[config.mk]
export PLATFORM = sky130hd
export DESIGN_NAME = cpu7_core
export DESIGN_NICKNAME = d
export VERILOG_FILES = /design/src/cpu7_pkg.sv /design/src/core_alu.sv /design/src/core_seq.sv /design/src/cpu7_core.sv /design/src/data_stack.sv
export VERILOG_INCLUDE_DIRS = /design/src /design/src/src
export SDC_FILE = /design/constraint.sdc
export NUM_CORES = 2
export LEC_CHECK = 0
export BUFFER_PORTS_ARGS = -buffer_cell sky130_fd_sc_hd__buf_2
export CAP_MARGIN = 20
export CORE_ASPECT_RATIO = 1.75
export CORE_UTILIZATION = 30
export DETAILED_ROUTE_END_ITERATION = 10
export GPL_ROUTABILITY_DRIVEN = 1
export PLACE_DENSITY = 0.44
export SLEW_MARGIN = 15
export SYNTH_ARGS = -nofsm -noshare
export SYNTH_HDL_FRONTEND = slang
export SYNTH_SLANG_ARGS = --single-unit
[constraint.sdc]
create_clock -name clk -period 7.7 [get_ports clk]
set_input_delay 0.77 -clock clk [delete_from_list [all_inputs] [get_ports clk]]
set_output_delay 0.77 -clock clk [all_outputs]
set_load 0.05 [all_outputs]
[src/cpu7_params.svh]
// data widths, stack depth, opcode codes and error codes for the cpu7 core
`ifndef CPU7_PARAMS_SVH
`define CPU7_PARAMS_SVH

`define CPU7_WORD_W      56	// data stack word
`define CPU7_OP_W        7	// one opcode, two per instruction word
`define CPU7_STACK_DEPTH 8
`define CPU7_IDX_W       4	// holds 0..depth, one bit over the address
`define CPU7_ERR_W       9

// stack handling
`define CPU7_OP_NOP   7'h00
`define CPU7_OP_DUP   7'h01
`define CPU7_OP_DROP  7'h02
`define CPU7_OP_DEPTH 7'h03
`define CPU7_OP_EMPTY 7'h04
`define CPU7_OP_TRACE 7'h05

// unary group
`define CPU7_OP_INC 7'h10
`define CPU7_OP_DEC 7'h11
`define CPU7_OP_NOT 7'h12
`define CPU7_OP_COM 7'h13

// binary group, evaluated as second op top
`define CPU7_OP_ADD 7'h20
`define CPU7_OP_SUB 7'h21
`define CPU7_OP_AND 7'h22
`define CPU7_OP_OR  7'h23
`define CPU7_OP_XOR 7'h24
`define CPU7_OP_SHL 7'h25
`define CPU7_OP_SHR 7'h26
`define CPU7_OP_EQ  7'h27
`define CPU7_OP_NEQ 7'h28
`define CPU7_OP_GT  7'h29
`define CPU7_OP_SM  7'h2a

`define CPU7_ERR_NONE    9'h000
`define CPU7_ERR_DSFULL  9'h001
`define CPU7_ERR_DSEMPTY 9'h002
`define CPU7_ERR_DSINDEX 9'h003
`define CPU7_ERR_INVALID 9'h004

`endif

[src/cpu7_pkg.sv]
// opcode and error enums, instruction word, stack and ALU structs

`default_nettype none

`include "cpu7_params.svh"

package cpu7_pkg;

	typedef enum logic [`CPU7_OP_W-1:0] {
		OP_NOP   = `CPU7_OP_NOP,
		OP_DUP   = `CPU7_OP_DUP,
		OP_DROP  = `CPU7_OP_DROP,
		OP_DEPTH = `CPU7_OP_DEPTH,
		OP_EMPTY = `CPU7_OP_EMPTY,
		OP_TRACE = `CPU7_OP_TRACE,
		OP_INC   = `CPU7_OP_INC,
		OP_DEC   = `CPU7_OP_DEC,
		OP_NOT   = `CPU7_OP_NOT,
		OP_COM   = `CPU7_OP_COM,
		OP_ADD   = `CPU7_OP_ADD,
		OP_SUB   = `CPU7_OP_SUB,
		OP_AND   = `CPU7_OP_AND,
		OP_OR    = `CPU7_OP_OR,
		OP_XOR   = `CPU7_OP_XOR,
		OP_SHL   = `CPU7_OP_SHL,
		OP_SHR   = `CPU7_OP_SHR,
		OP_EQ    = `CPU7_OP_EQ,
		OP_NEQ   = `CPU7_OP_NEQ,
		OP_GT    = `CPU7_OP_GT,
		OP_SM    = `CPU7_OP_SM
	} opcode_t;

	typedef enum logic [`CPU7_ERR_W-1:0] {
		ERR_NONE    = `CPU7_ERR_NONE,
		ERR_DSFULL  = `CPU7_ERR_DSFULL,
		ERR_DSEMPTY = `CPU7_ERR_DSEMPTY,
		ERR_DSINDEX = `CPU7_ERR_DSINDEX,
		ERR_INVALID = `CPU7_ERR_INVALID
	} errcode_t;

	// low opcode runs first
	typedef struct packed {
		logic [`CPU7_OP_W-1:0] op_hi;
		logic [`CPU7_OP_W-1:0] op_lo;
	} instr_pair_t;

	typedef struct packed {
		logic                    push;
		logic                    pop;
		logic                    peek;
		logic                    poke;
		logic                    clear;
		logic [`CPU7_IDX_W-1:0]  idx;	// counted from the top, 0 is top
		logic [`CPU7_WORD_W-1:0] data;
	} stack_cmd_t;

	typedef struct packed {
		logic                    full;
		logic                    empty;
		logic [`CPU7_IDX_W-1:0]  depth;
		logic [`CPU7_WORD_W-1:0] data;	// result of the last pop or peek
	} stack_stat_t;

	typedef struct packed {
		opcode_t                 op;
		logic [`CPU7_WORD_W-1:0] a;	// stack top
		logic [`CPU7_WORD_W-1:0] b;	// item below the top
	} alu_req_t;

endpackage

`default_nettype wire

[src/core_alu.sv]
// combinational ALU for the unary and binary opcodes

`default_nettype none

`include "cpu7_params.svh"

module core_alu (
	input  cpu7_pkg::alu_req_t       i_req,
	output logic [`CPU7_WORD_W-1:0]  o_result,
	output logic                     o_valid
);

	import cpu7_pkg::*;

	logic [`CPU7_WORD_W-1:0] a;
	logic [`CPU7_WORD_W-1:0] b;

	assign a = i_req.a;
	assign b = i_req.b;

	always_comb begin
		o_result = '0;
		o_valid  = 1'b1;
		case (i_req.op)
			// unary, on the top
			OP_INC: o_result = a + 1'b1;
			OP_DEC: o_result = a - 1'b1;
			OP_NOT: o_result = ~a;
			OP_COM: o_result = ~a + 1'b1;	// two's complement negate
			// binary, b op a
			OP_ADD: o_result = b + a;
			OP_SUB: o_result = b - a;
			OP_AND: o_result = b & a;
			OP_OR:  o_result = b | a;
			OP_XOR: o_result = b ^ a;
			OP_SHL: o_result = b << a;	// a is the shift count
			OP_SHR: o_result = b >> a;
			// unsigned compares give 1 or 0
			OP_EQ:  o_result = `CPU7_WORD_W'(b == a);
			OP_NEQ: o_result = `CPU7_WORD_W'(b != a);
			OP_GT:  o_result = `CPU7_WORD_W'(b > a);
			OP_SM:  o_result = `CPU7_WORD_W'(b < a);
			default: begin
				o_valid = 1'b0;
			end
		endcase
	end

endmodule

`default_nettype wire

[src/core_seq.sv]
// instruction sequencer FSM driving the data stack, error code and trace output

`default_nettype none

`include "cpu7_params.svh"

module core_seq (
	input  logic                     clk,
	input  logic                     rst_n,
	input  logic                     i_en,
	input  logic                     i_push_en,
	input  logic [`CPU7_WORD_W-1:0]  i_push_value,
	input  logic                     i_instr_en,
	input  cpu7_pkg::instr_pair_t    i_instr,
	input  cpu7_pkg::stack_stat_t    i_stat,
	input  logic [`CPU7_WORD_W-1:0]  i_alu_result,
	input  logic                     i_alu_valid,
	output cpu7_pkg::stack_cmd_t     o_cmd,
	output cpu7_pkg::alu_req_t       o_alu,
	output cpu7_pkg::errcode_t       o_errcode,
	output logic [7:0]               o_trace,
	output logic                     o_idle
);

	import cpu7_pkg::*;

	typedef enum logic [2:0] {
		S_IDLE, S_CHECK, S_PUSH, S_POP, S_PEEK, S_POKE, S_EXEC, S_OP_DONE
	} state_t;

	state_t                  state;
	state_t                  ret_state;	// where a stack phase continues
	instr_pair_t             instr_r;
	opcode_t                 cur_op;
	logic                    second;	// running the high opcode
	logic [1:0]              step;
	logic [`CPU7_WORD_W-1:0] opa;
	logic [`CPU7_WORD_W-1:0] opb;
	logic [`CPU7_WORD_W-1:0] data_r;	// value to push or poke

	function automatic logic is_unary(opcode_t op);
		return (op == OP_INC) || (op == OP_DEC) || (op == OP_NOT) || (op == OP_COM);
	endfunction

	function automatic logic is_binary(opcode_t op);
		case (op)
			OP_ADD, OP_SUB, OP_AND, OP_OR, OP_XOR, OP_SHL, OP_SHR,
			OP_EQ, OP_NEQ, OP_GT, OP_SM: return 1'b1;
			default: return 1'b0;
		endcase
	endfunction

	// strobes fire in the phase cycle itself, so the stack acts on the same edge
	assign o_cmd.push  = i_en && (state == S_PUSH) && !i_stat.full;
	assign o_cmd.pop   = i_en && (state == S_POP) && !i_stat.empty;
	assign o_cmd.peek  = i_en && (state == S_PEEK) && !i_stat.empty;
	assign o_cmd.poke  = i_en && (state == S_POKE);
	assign o_cmd.clear = i_en && (state == S_CHECK) && (cur_op == OP_EMPTY);
	assign o_cmd.idx   = '0;	// every access is at the top
	assign o_cmd.data  = data_r;

	assign o_alu = '{op: cur_op, a: opa, b: opb};

	assign o_idle = (state == S_IDLE) && !i_push_en && !i_instr_en;

	always_ff @(posedge clk) begin
		if (!rst_n) begin
			state     <= S_IDLE;
			second    <= 1'b0;
			step      <= '0;
			o_errcode <= ERR_NONE;
			o_trace   <= '1;
		end else if (i_en) begin
			case (state)
				S_IDLE: begin
					if (i_push_en) begin
						data_r    <= i_push_value;
						ret_state <= S_IDLE;
						state     <= S_PUSH;
					end else if (i_instr_en) begin
						instr_r <= i_instr;
						cur_op  <= opcode_t'(i_instr.op_lo);
						second  <= 1'b0;
						state   <= S_CHECK;
					end
				end
				S_CHECK: begin
					step      <= '0;
					ret_state <= S_EXEC;
					if (cur_op == OP_NOP || cur_op == OP_EMPTY) begin
						state <= S_OP_DONE;	// clear strobe already out for EMPTY
					end else if (cur_op == OP_DROP) begin
						ret_state <= S_OP_DONE;
						state     <= S_POP;
					end else if (cur_op == OP_DEPTH) begin
						data_r    <= {{(`CPU7_WORD_W-`CPU7_IDX_W){1'b0}}, i_stat.depth};
						ret_state <= S_OP_DONE;
						state     <= S_PUSH;
					end else if (cur_op == OP_TRACE && i_stat.empty) begin
						o_trace <= '1;
						state   <= S_OP_DONE;
					end else if (cur_op == OP_DUP || cur_op == OP_TRACE || is_unary(cur_op)) begin
						state <= S_PEEK;
					end else if (is_binary(cur_op)) begin
						if (i_stat.depth < `CPU7_IDX_W'(2)) begin
							o_errcode <= ERR_DSEMPTY;
							state     <= S_IDLE;
						end else begin
							state <= S_POP;
						end
					end else begin
						o_errcode <= ERR_INVALID;
						state     <= S_IDLE;
					end
				end
				S_PUSH: begin
					if (i_stat.full) begin
						o_errcode <= ERR_DSFULL;
						state     <= S_IDLE;
					end else begin
						state <= ret_state;
					end
				end
				S_POP, S_PEEK, S_POKE: begin
					if (state != S_POKE && i_stat.empty) begin
						o_errcode <= ERR_DSEMPTY;
						state     <= S_IDLE;
					end else begin
						state <= ret_state;
					end
				end
				S_EXEC: begin
					// stack data out holds the item fetched by the previous phase
					if (cur_op == OP_TRACE) begin
						o_trace <= i_stat.data[7:0];
						state   <= S_OP_DONE;
					end else if (cur_op == OP_DUP) begin
						data_r    <= i_stat.data;
						ret_state <= S_OP_DONE;
						state     <= S_PUSH;
					end else if (step == 2'd0) begin
						opa  <= i_stat.data;
						step <= is_unary(cur_op) ? 2'd2 : 2'd1;
						if (!is_unary(cur_op))
							state <= S_POP;	// second operand
					end else if (step == 2'd1) begin
						opb  <= i_stat.data;
						step <= 2'd2;
					end else if (!i_alu_valid) begin
						o_errcode <= ERR_INVALID;
						state     <= S_IDLE;
					end else begin
						data_r    <= i_alu_result;
						ret_state <= S_OP_DONE;
						state     <= is_unary(cur_op) ? S_POKE : S_PUSH;
					end
				end
				S_OP_DONE: begin
					if (!second) begin
						second <= 1'b1;
						cur_op <= opcode_t'(instr_r.op_hi);
						state  <= S_CHECK;
					end else begin
						state <= S_IDLE;
					end
				end
				default: state <= S_IDLE;
			endcase
		end
	end

endmodule

`default_nettype wire

[src/cpu7_core.sv]
// cpu7 core top joining the sequencer, ALU and data stack

`default_nettype none

`include "cpu7_params.svh"

module cpu7_core (
	input  logic                     clk,
	input  logic                     rst_n,
	input  logic                     i_en,
	input  logic                     i_push_en,
	input  logic [`CPU7_WORD_W-1:0]  i_push_value,
	input  logic                     i_instr_en,
	input  cpu7_pkg::instr_pair_t    i_instr,
	output cpu7_pkg::errcode_t       o_errcode,
	output logic [7:0]               o_trace,
	output logic                     o_idle
);

	import cpu7_pkg::*;

	stack_cmd_t              stack_cmd;
	stack_stat_t             stack_stat;
	alu_req_t                alu_req;
	logic [`CPU7_WORD_W-1:0] alu_result;
	logic                    alu_valid;

	core_seq u_seq (
		.clk          (clk),
		.rst_n        (rst_n),
		.i_en         (i_en),
		.i_push_en    (i_push_en),
		.i_push_value (i_push_value),
		.i_instr_en   (i_instr_en),
		.i_instr      (i_instr),
		.i_stat       (stack_stat),
		.i_alu_result (alu_result),
		.i_alu_valid  (alu_valid),
		.o_cmd        (stack_cmd),
		.o_alu        (alu_req),
		.o_errcode    (o_errcode),
		.o_trace      (o_trace),
		.o_idle       (o_idle)
	);

	core_alu u_alu (
		.i_req    (alu_req),
		.o_result (alu_result),
		.o_valid  (alu_valid)
	);

	data_stack u_stack (
		.clk    (clk),
		.rst_n  (rst_n),
		.i_cmd  (stack_cmd),
		.o_stat (stack_stat)
	);

endmodule

`default_nettype wire

[src/data_stack.sv]
// data stack LIFO with push, pop, indexed peek and poke, and clear

`default_nettype none

`include "cpu7_params.svh"

module data_stack (
	input  logic                  clk,
	input  logic                  rst_n,
	input  cpu7_pkg::stack_cmd_t  i_cmd,
	output cpu7_pkg::stack_stat_t o_stat
);

	localparam int PTR_W = $clog2(`CPU7_STACK_DEPTH);

	logic [`CPU7_WORD_W-1:0] mem [`CPU7_STACK_DEPTH];
	logic [`CPU7_IDX_W-1:0]  count;	// items held
	logic [`CPU7_IDX_W-1:0]  top;	// slot of the top item
	logic [`CPU7_IDX_W-1:0]  at;	// slot addressed by peek or poke
	logic [`CPU7_WORD_W-1:0] dout;

	assign top = count - 1'b1;
	assign at  = top - i_cmd.idx;

	always_ff @(posedge clk) begin
		if (!rst_n) begin
			count <= '0;
		end else if (i_cmd.clear) begin
			count <= '0;	// one cycle, contents left stale
		end else if (i_cmd.push) begin
			count <= count + 1'b1;
		end else if (i_cmd.pop) begin
			count <= count - 1'b1;
		end
	end

	// storage and read port
	always_ff @(posedge clk) begin
		if (i_cmd.push)
			mem[count[PTR_W-1:0]] <= i_cmd.data;	// just above the top
		if (i_cmd.poke)
			mem[at[PTR_W-1:0]] <= i_cmd.data;
		if (i_cmd.pop)
			dout <= mem[top[PTR_W-1:0]];
		if (i_cmd.peek)
			dout <= mem[at[PTR_W-1:0]];
	end

	assign o_stat.full  = (count == `CPU7_IDX_W'(`CPU7_STACK_DEPTH));
	assign o_stat.empty = (count == '0);
	assign o_stat.depth = count;
	assign o_stat.data  = dout;

endmodule

`default_nettype wire
# == Word-level counts from Yosys, hierarchy flattened ==
# Memories as Yosys holds them, arrays and structs flattened.
# Cells that the tools add are included.
# op_classes
add_sub_neg,7
eq_ne,59
n_bitwise,9
shift,2
n_reduce_logical,49
n_lt_le_gt_ge,3
n_mux,96
# op_table
operator,n
one-hot mux 56 bit (15 select lines),1
2-to-1 mux 56 bit,12
one-hot mux 56 bit (3 select lines),1
2-to-1 mux 9 bit,14
adder 56 x 1 -> 56 bit (second input constant),2
equality test 7 x 6 -> 1 bit (second input constant),11
2-to-1 mux 3 bit,25
adder 56 bit,1
AND 56 bit,1
equality test 56 bit,1
greater-than comparator 56 bit,1
less-than comparator 56 bit,1
inequality test 56 bit,1
inverter 56 bit,1
OR 56 bit,1
OR reduction 56 bit,1
<< shifter 56 x 56 -> 56 bit,1
right shift 56 x 56 -> 56 bit,1
subtractor 56 x 1 -> 56 bit (second input constant),1
subtractor 56 bit,1
XOR 56 bit,1
2-to-1 mux 8 bit,5
one-hot mux 9 bit (4 select lines),1
inequality test 2 bit (second input constant),16
other kinds (50),123
# word_totals
ramBits,448
out_inout_bits,18
mem_count,1
reg_bits,268
# memory_table
memory,words,word_bits,rd,rd_ports_with_merged_regs,wr,line,rtl
u_stack.mem,8,56,1,0,1,data_stack.sv:16,logic [`CPU7_WORD_W-1:0] mem [`CPU7_STACK_DEPTH];

# == Longest topological paths before layout ==
# depth
depth_word,20
ltp_mapped,21
mapped_depth_nobuf,18

# == Cells and area by module ==
# Synthesis repeated with hierarchy kept, for this count alone.
# hier_totals
cells_unflattened,4657
area_unflattened_um2,50469.7
# by_module_without_submodules
mod,area_each_um2,cells_each,n_inst,seq_area_each_um2
data_stack,22532.9,1150,1,15214.6
core_alu,19692.6,2923,1,0.0
core_seq,8244.2,584,1,5865.6

# == Worst setup path after synthesis ==
# Ideal clock, no wire load.
# synth_timing
path_kind,input-to-reg
startpoint,input i_en
endpoint,register u_seq.opb[0] (enable)
t_required_ns,7.150
setup_ns,0.550
stages,4
arrival_ns,5.602
slack_ns,1.548
n_path_buf,1
cell_sequence,clkbuf_1 -> nand2_1 -> or3_1 -> nor3b_1
# synth_between
elab_chain_len,1
# synth_rtl
element,line,rtl
from (decl),cpu7_core.sv:10,"input logic i_en,"
AND reduction 7 bit (no line),-,
to (signal assigned),core_seq.sv:147,opb <= i_stat.data;
to (decl),core_seq.sv:38,logic [`CPU7_WORD_W-1:0] opb;
# Every way passes these cells.
# A chain may end at the register's enable or synchronous reset.

# == Final worst setup path ==
# layout_timing
startpoint,register u_seq.cur_op[3]
endpoint,register u_seq.data_r[54] (data pin)
# layout_between
elab_chain_len,8
elab_cells_between_ends,23
# layout_rtl
element,line,rtl
from (decl),core_seq.sv:34,opcode_t cur_op;
from (signal assigned),core_seq.sv:82,cur_op <= opcode_t'(i_instr.op_lo);
from (signal assigned),core_seq.sv:161,cur_op <= opcode_t'(instr_r.op_hi);
equality test 7 x 6 -> 1 bit / equality test 7 x 5 -> 1 bit (equally long branches),core_alu.sv:24,case (i_req.op)
one-hot mux 56 bit (15 select lines),core_alu.sv:24,
2-to-1 mux 56 bit,core_seq.sv:149,end else if (!i_alu_valid) begin
2-to-1 mux 56 bit,core_seq.sv:146,end else if (step == 2'd1) begin
2-to-1 mux 56 bit,core_seq.sv:141,end else if (step == 2'd0) begin
2-to-1 mux 56 bit *,core_seq.sv:137,end else if (cur_op == OP_DUP) begin
2-to-1 mux 56 bit *,core_seq.sv:134,if (cur_op == OP_TRACE) begin
one-hot mux 56 bit (3 select lines) *,core_seq.sv:74,case (state)
to (signal assigned),core_seq.sv:77,data_r <= i_push_value;
to (signal assigned),core_seq.sv:138,data_r <= i_stat.data;
to (signal assigned),core_seq.sv:153,data_r <= i_alu_result;
to (decl),core_seq.sv:39,logic [`CPU7_WORD_W-1:0] data_r;
# Mark *: on every way between the ends. The rest lies on a longest branch, timed or not. The select of a mux whose other input is x is not followed.

==> metrics.txt <==
Longest Clk Path Bufs 3; Die Wd 298 um; Worst IR Drop VDD 0.000146 V; Setup crit end kind flop; post-place instance area 0.0490 mm2; internal reg-to-reg setup slack 1.89 ns; critical path buffer and inverter count 3; first-pass GRT wire length 301000 um; Ports 93; min setup slack post-route 1.89 ns; RSZ-0062 raised after global routing false; worst reg2reg endpoint u_seq.data_r[54]; P_leak 0.0181 uW; CP Launch Type flop; Placed Cells 6200; post-layout util 0.338; Cell Rows 189; number of synthesized flops with an enable pin 688; IO buf count 86; sw power 1970 uW; ranking of synthesized cells by area edfxtp_1, mux4_2, ha_1; Final Instance Area 0.0512 mm2; Final period util 0.754; clk_lat worst skew 0.68 ns; most frequent CP cell buf_4; highest clock rate 0.172 GHz; sequential area share after synthesis 0.459; die area 0.155 mm2; Rel. slew slack 0.171; Clock Pin Slew Worst Setup and Hold Paths 0.07 ns; Core Area 0.152 mm2; H-tree lvl count 3; Hold WC Path Type input pin to flop; Syn Inst Count 4263; Synth area leader edfxtp_1; status complete, no violations; slowest stage delay, CP 0.52 ns; worst path required time 8.09 ns; DRT Wirelength 218000 um; gpl congestion 1.07; setup bufs post-CTS 0; pin count of the biggest net entering global routing 142; switching share of total power 0.238; Slew Viols, Final 0; Pwr Density 161 mW/mm2; Starting Density 0.303; Setup Viol. Count Final 0; cts hold-fix bufs 0; vias in the first global route 37163; Async S/R FF share, synth 0; Main synth FF type edfxtp_1; Setup crit start u_seq.cur_op[3]; maxcap violations 0; RR Startpoint u_seq.cur_op[3]; worst-path maximum fanout 15; actual slew at the worst max-slew pin 1.23 ns; clk_skew 0.0470 ns; Yosys cell types 105; top cell type's share of synthesized area 0.450; Num CTS Buffers 67; slowest cell on the critical path edfxtp_1; Avg Cell Area, Syn 10.8 um2; Critical Path Sink u_seq.data_r[54]; endpoints failing hold 0; setup TNS 0 ns; Syn-to-layout area delta 11.7%; # DRC 0; Yosys reg bits 709; Vias 37369; TritonCTS clock tree built; DRT iter0 DRCs 3693; Critical Path Stages 21; delay-heaviest family, CP compound AO/OA/AOI/OAI gates; drt wl/cell 34.4 um; initial antenna violation count 5; nets@finish 4572; grt total ovfl 0; Post-Place Worst Slack 2.03 ns; PostCTS Resize Cnt 0; vias per cell 5.90; CTS root buffer clkbuf_16; cells along the critical path nor2_1, nand3_1, nor3_2, buf_4, nand2_1, ha_1, fa_1, a211oi_2, o21ai_1, a211oi_1, buf_4, nor4b_1, buf_4, o21ai_1, a31o_2, a21oi_1, o211a_1, o21ai_0, mux2i_1, a221oi_2, nor2_1; Period minus WS final 5.81 ns; synthesized area 0.0459 mm2; crit path kind flop to flop; number of synthesis warnings 0; Flop pwr share 0.522; Die Ht 519 um; GRT Util Overall 0.277; drt pass-1 iters 6; P_int 6290 uW; share of cells above drive strength 1 0.152; CP Data Arrival Time 6.19 ns; HPWL after DPL 161000 um; combinational fraction of design power 0.061; Non-Filler Instances 6330; FF-to-FF path depth 21; ANT nets after route 0; clock share of power 0.417; clk sink count 709
==> power by group through the flow <==
| stage | clock network (uW) | registers, uW | logic [uW] |
|---|---|---|---|
| global placement | 0 | 4390 | 506 |
| floorplan | 0 | 4370 | 309 |
| detailed placement | 0 | 4390 | 502 |
| finish | 3450 | 4310 | 504 |
| global route | 3660 | 4310 | 533 |
| CTS | 3540 | 4310 | 507 |
==> kinds of logic (layout without fill, tap and decap cells) <==
logic type	Yosys count	after routing	synth area share
muxes	345	345	0.119
and+or+nand+nor	1122	1122	0.112
adders and majority gates	229	229	0.0628
other	1	11	0.0000817
buffers and inverters	484	536	0.0421
AOI/OAI and AO/OA	1238	1238	0.178
DFF	709	709	0.459
xor gates and xnor gates	135	135	0.0258
==> per-layer routing <==
metal	GRT usage	wire, um
met2	0.466	105000
met4	0.210	19700
met1	0.323	82900
met3	0.0301	10400
met5	0	20
==> area by class of cell <==
type | instances | area [um2]
antenna | 5 | 12.5
clock buffer | 79 | 1720
clock inverter | 42 | 469
fill | 15287 | 100000
inverter | 191 | 717
multi-input combinational | 3075 | 23200
sequential | 709 | 21100
tap | 2005 | 2510
timing repair buffer | 224 | 1570
==> synthesized netlist by cell type (14+ instances only) <==
| cell | count |
|---|---|
| edfxtp_1 | 688 |
| nor2_1 | 380 |
| nand2_1 | 350 |
| a21oi_1 | 322 |
| o21ai_0 | 256 |
| ha_1 | 227 |
| clkbuf_1 | 193 |
| inv_1 | 187 |
| mux4_2 | 154 |
| xnor2_1 | 116 |
| mux2i_1 | 108 |
| nor3_1 | 94 |
| a21o_1 | 90 |
| mux2_2 | 82 |
| nand3_1 | 75 |
| a211oi_1 | 65 |
| a31oi_1 | 59 |
| a221oi_1 | 52 |
| buf_1 | 44 |
| o22ai_1 | 42 |
| buf_2 | 41 |
| a22oi_1 | 40 |
| nor4_1 | 40 |
| o211ai_1 | 31 |
| o21bai_1 | 31 |
| o221ai_1 | 27 |
| nand2b_1 | 23 |
| nor2b_1 | 23 |
| o31ai_1 | 22 |
| dfxtp_1 | 21 |
| and3_1 | 19 |
| o21ai_1 | 19 |
| or3_1 | 19 |
| xor2_1 | 19 |
| nand4_1 | 18 |
| o21a_1 | 17 |
| and2_1 | 16 |
| a221o_1 | 15 |
| o2111ai_1 | 15 |
| a2111oi_0 | 14 |
| or2_2 | 14 |
==> sequential cells by signal, summed over array words and instances (netlist names) <==
| signal | cells |
|---|---|
| u_stack.mem | 448 |
| u_seq.data_r | 56 |
| u_seq.opa | 56 |
| u_seq.opb | 56 |
| u_stack.dout | 56 |
| u_seq.o_trace | 8 |
| u_seq.cur_op | 7 |
| u_seq.instr_r | 7 |
| u_stack.count | 4 |
| u_seq.o_errcode | 3 |
| u_seq.state | 3 |
| u_seq.ret_state | 2 |
| u_seq.step | 2 |
| u_seq.second | 1 |
==> how the worst min path moves through the flow <==
stage,startpoint,end,depth (start not counted)
global route,i_instr[13],u_seq.instr_r[13],1
finish,i_instr[13],u_seq.instr_r[13],1
CTS,i_instr[11],u_seq.instr_r[11],1
floorplan,u_stack.dout[25],u_seq.opa[25],0
detailed placement,u_stack.dout[53],u_seq.opb[53],0
global placement,u_stack.dout[53],u_seq.opb[53],0
==> metrics by stage <==
step	total power (uW)	hold slack, ns
finish	8260	0.272
global route	8500	0.238
CTS	8360	0.219
detailed placement	4890	0.465
global placement	4900	0.460
floorplan	4680	0.445
==> layout by cell type, fill, tap and decap left out, types with 31 or more instances in the layout <==
master,n
a211oi_1,63
mux4_2,154
inv_1,186
buf_4,126
mux2i_1,108
ha_1,226
nor2_1,366
o21ai_0,256
nand2_1,350
a21oi_1,322
a221oi_1,52
mux2_2,82
o211ai_1,31
nand3_1,73
xnor2_1,116
o22ai_1,42
clkbuf_16,67
buf_2,87
nor4_1,36
nor3_1,90
o21bai_1,31
a22oi_1,40
edfxtp_1,688
a21o_1,90
a31oi_1,59
Note: power is estimated with default switching activity, not from simulation.
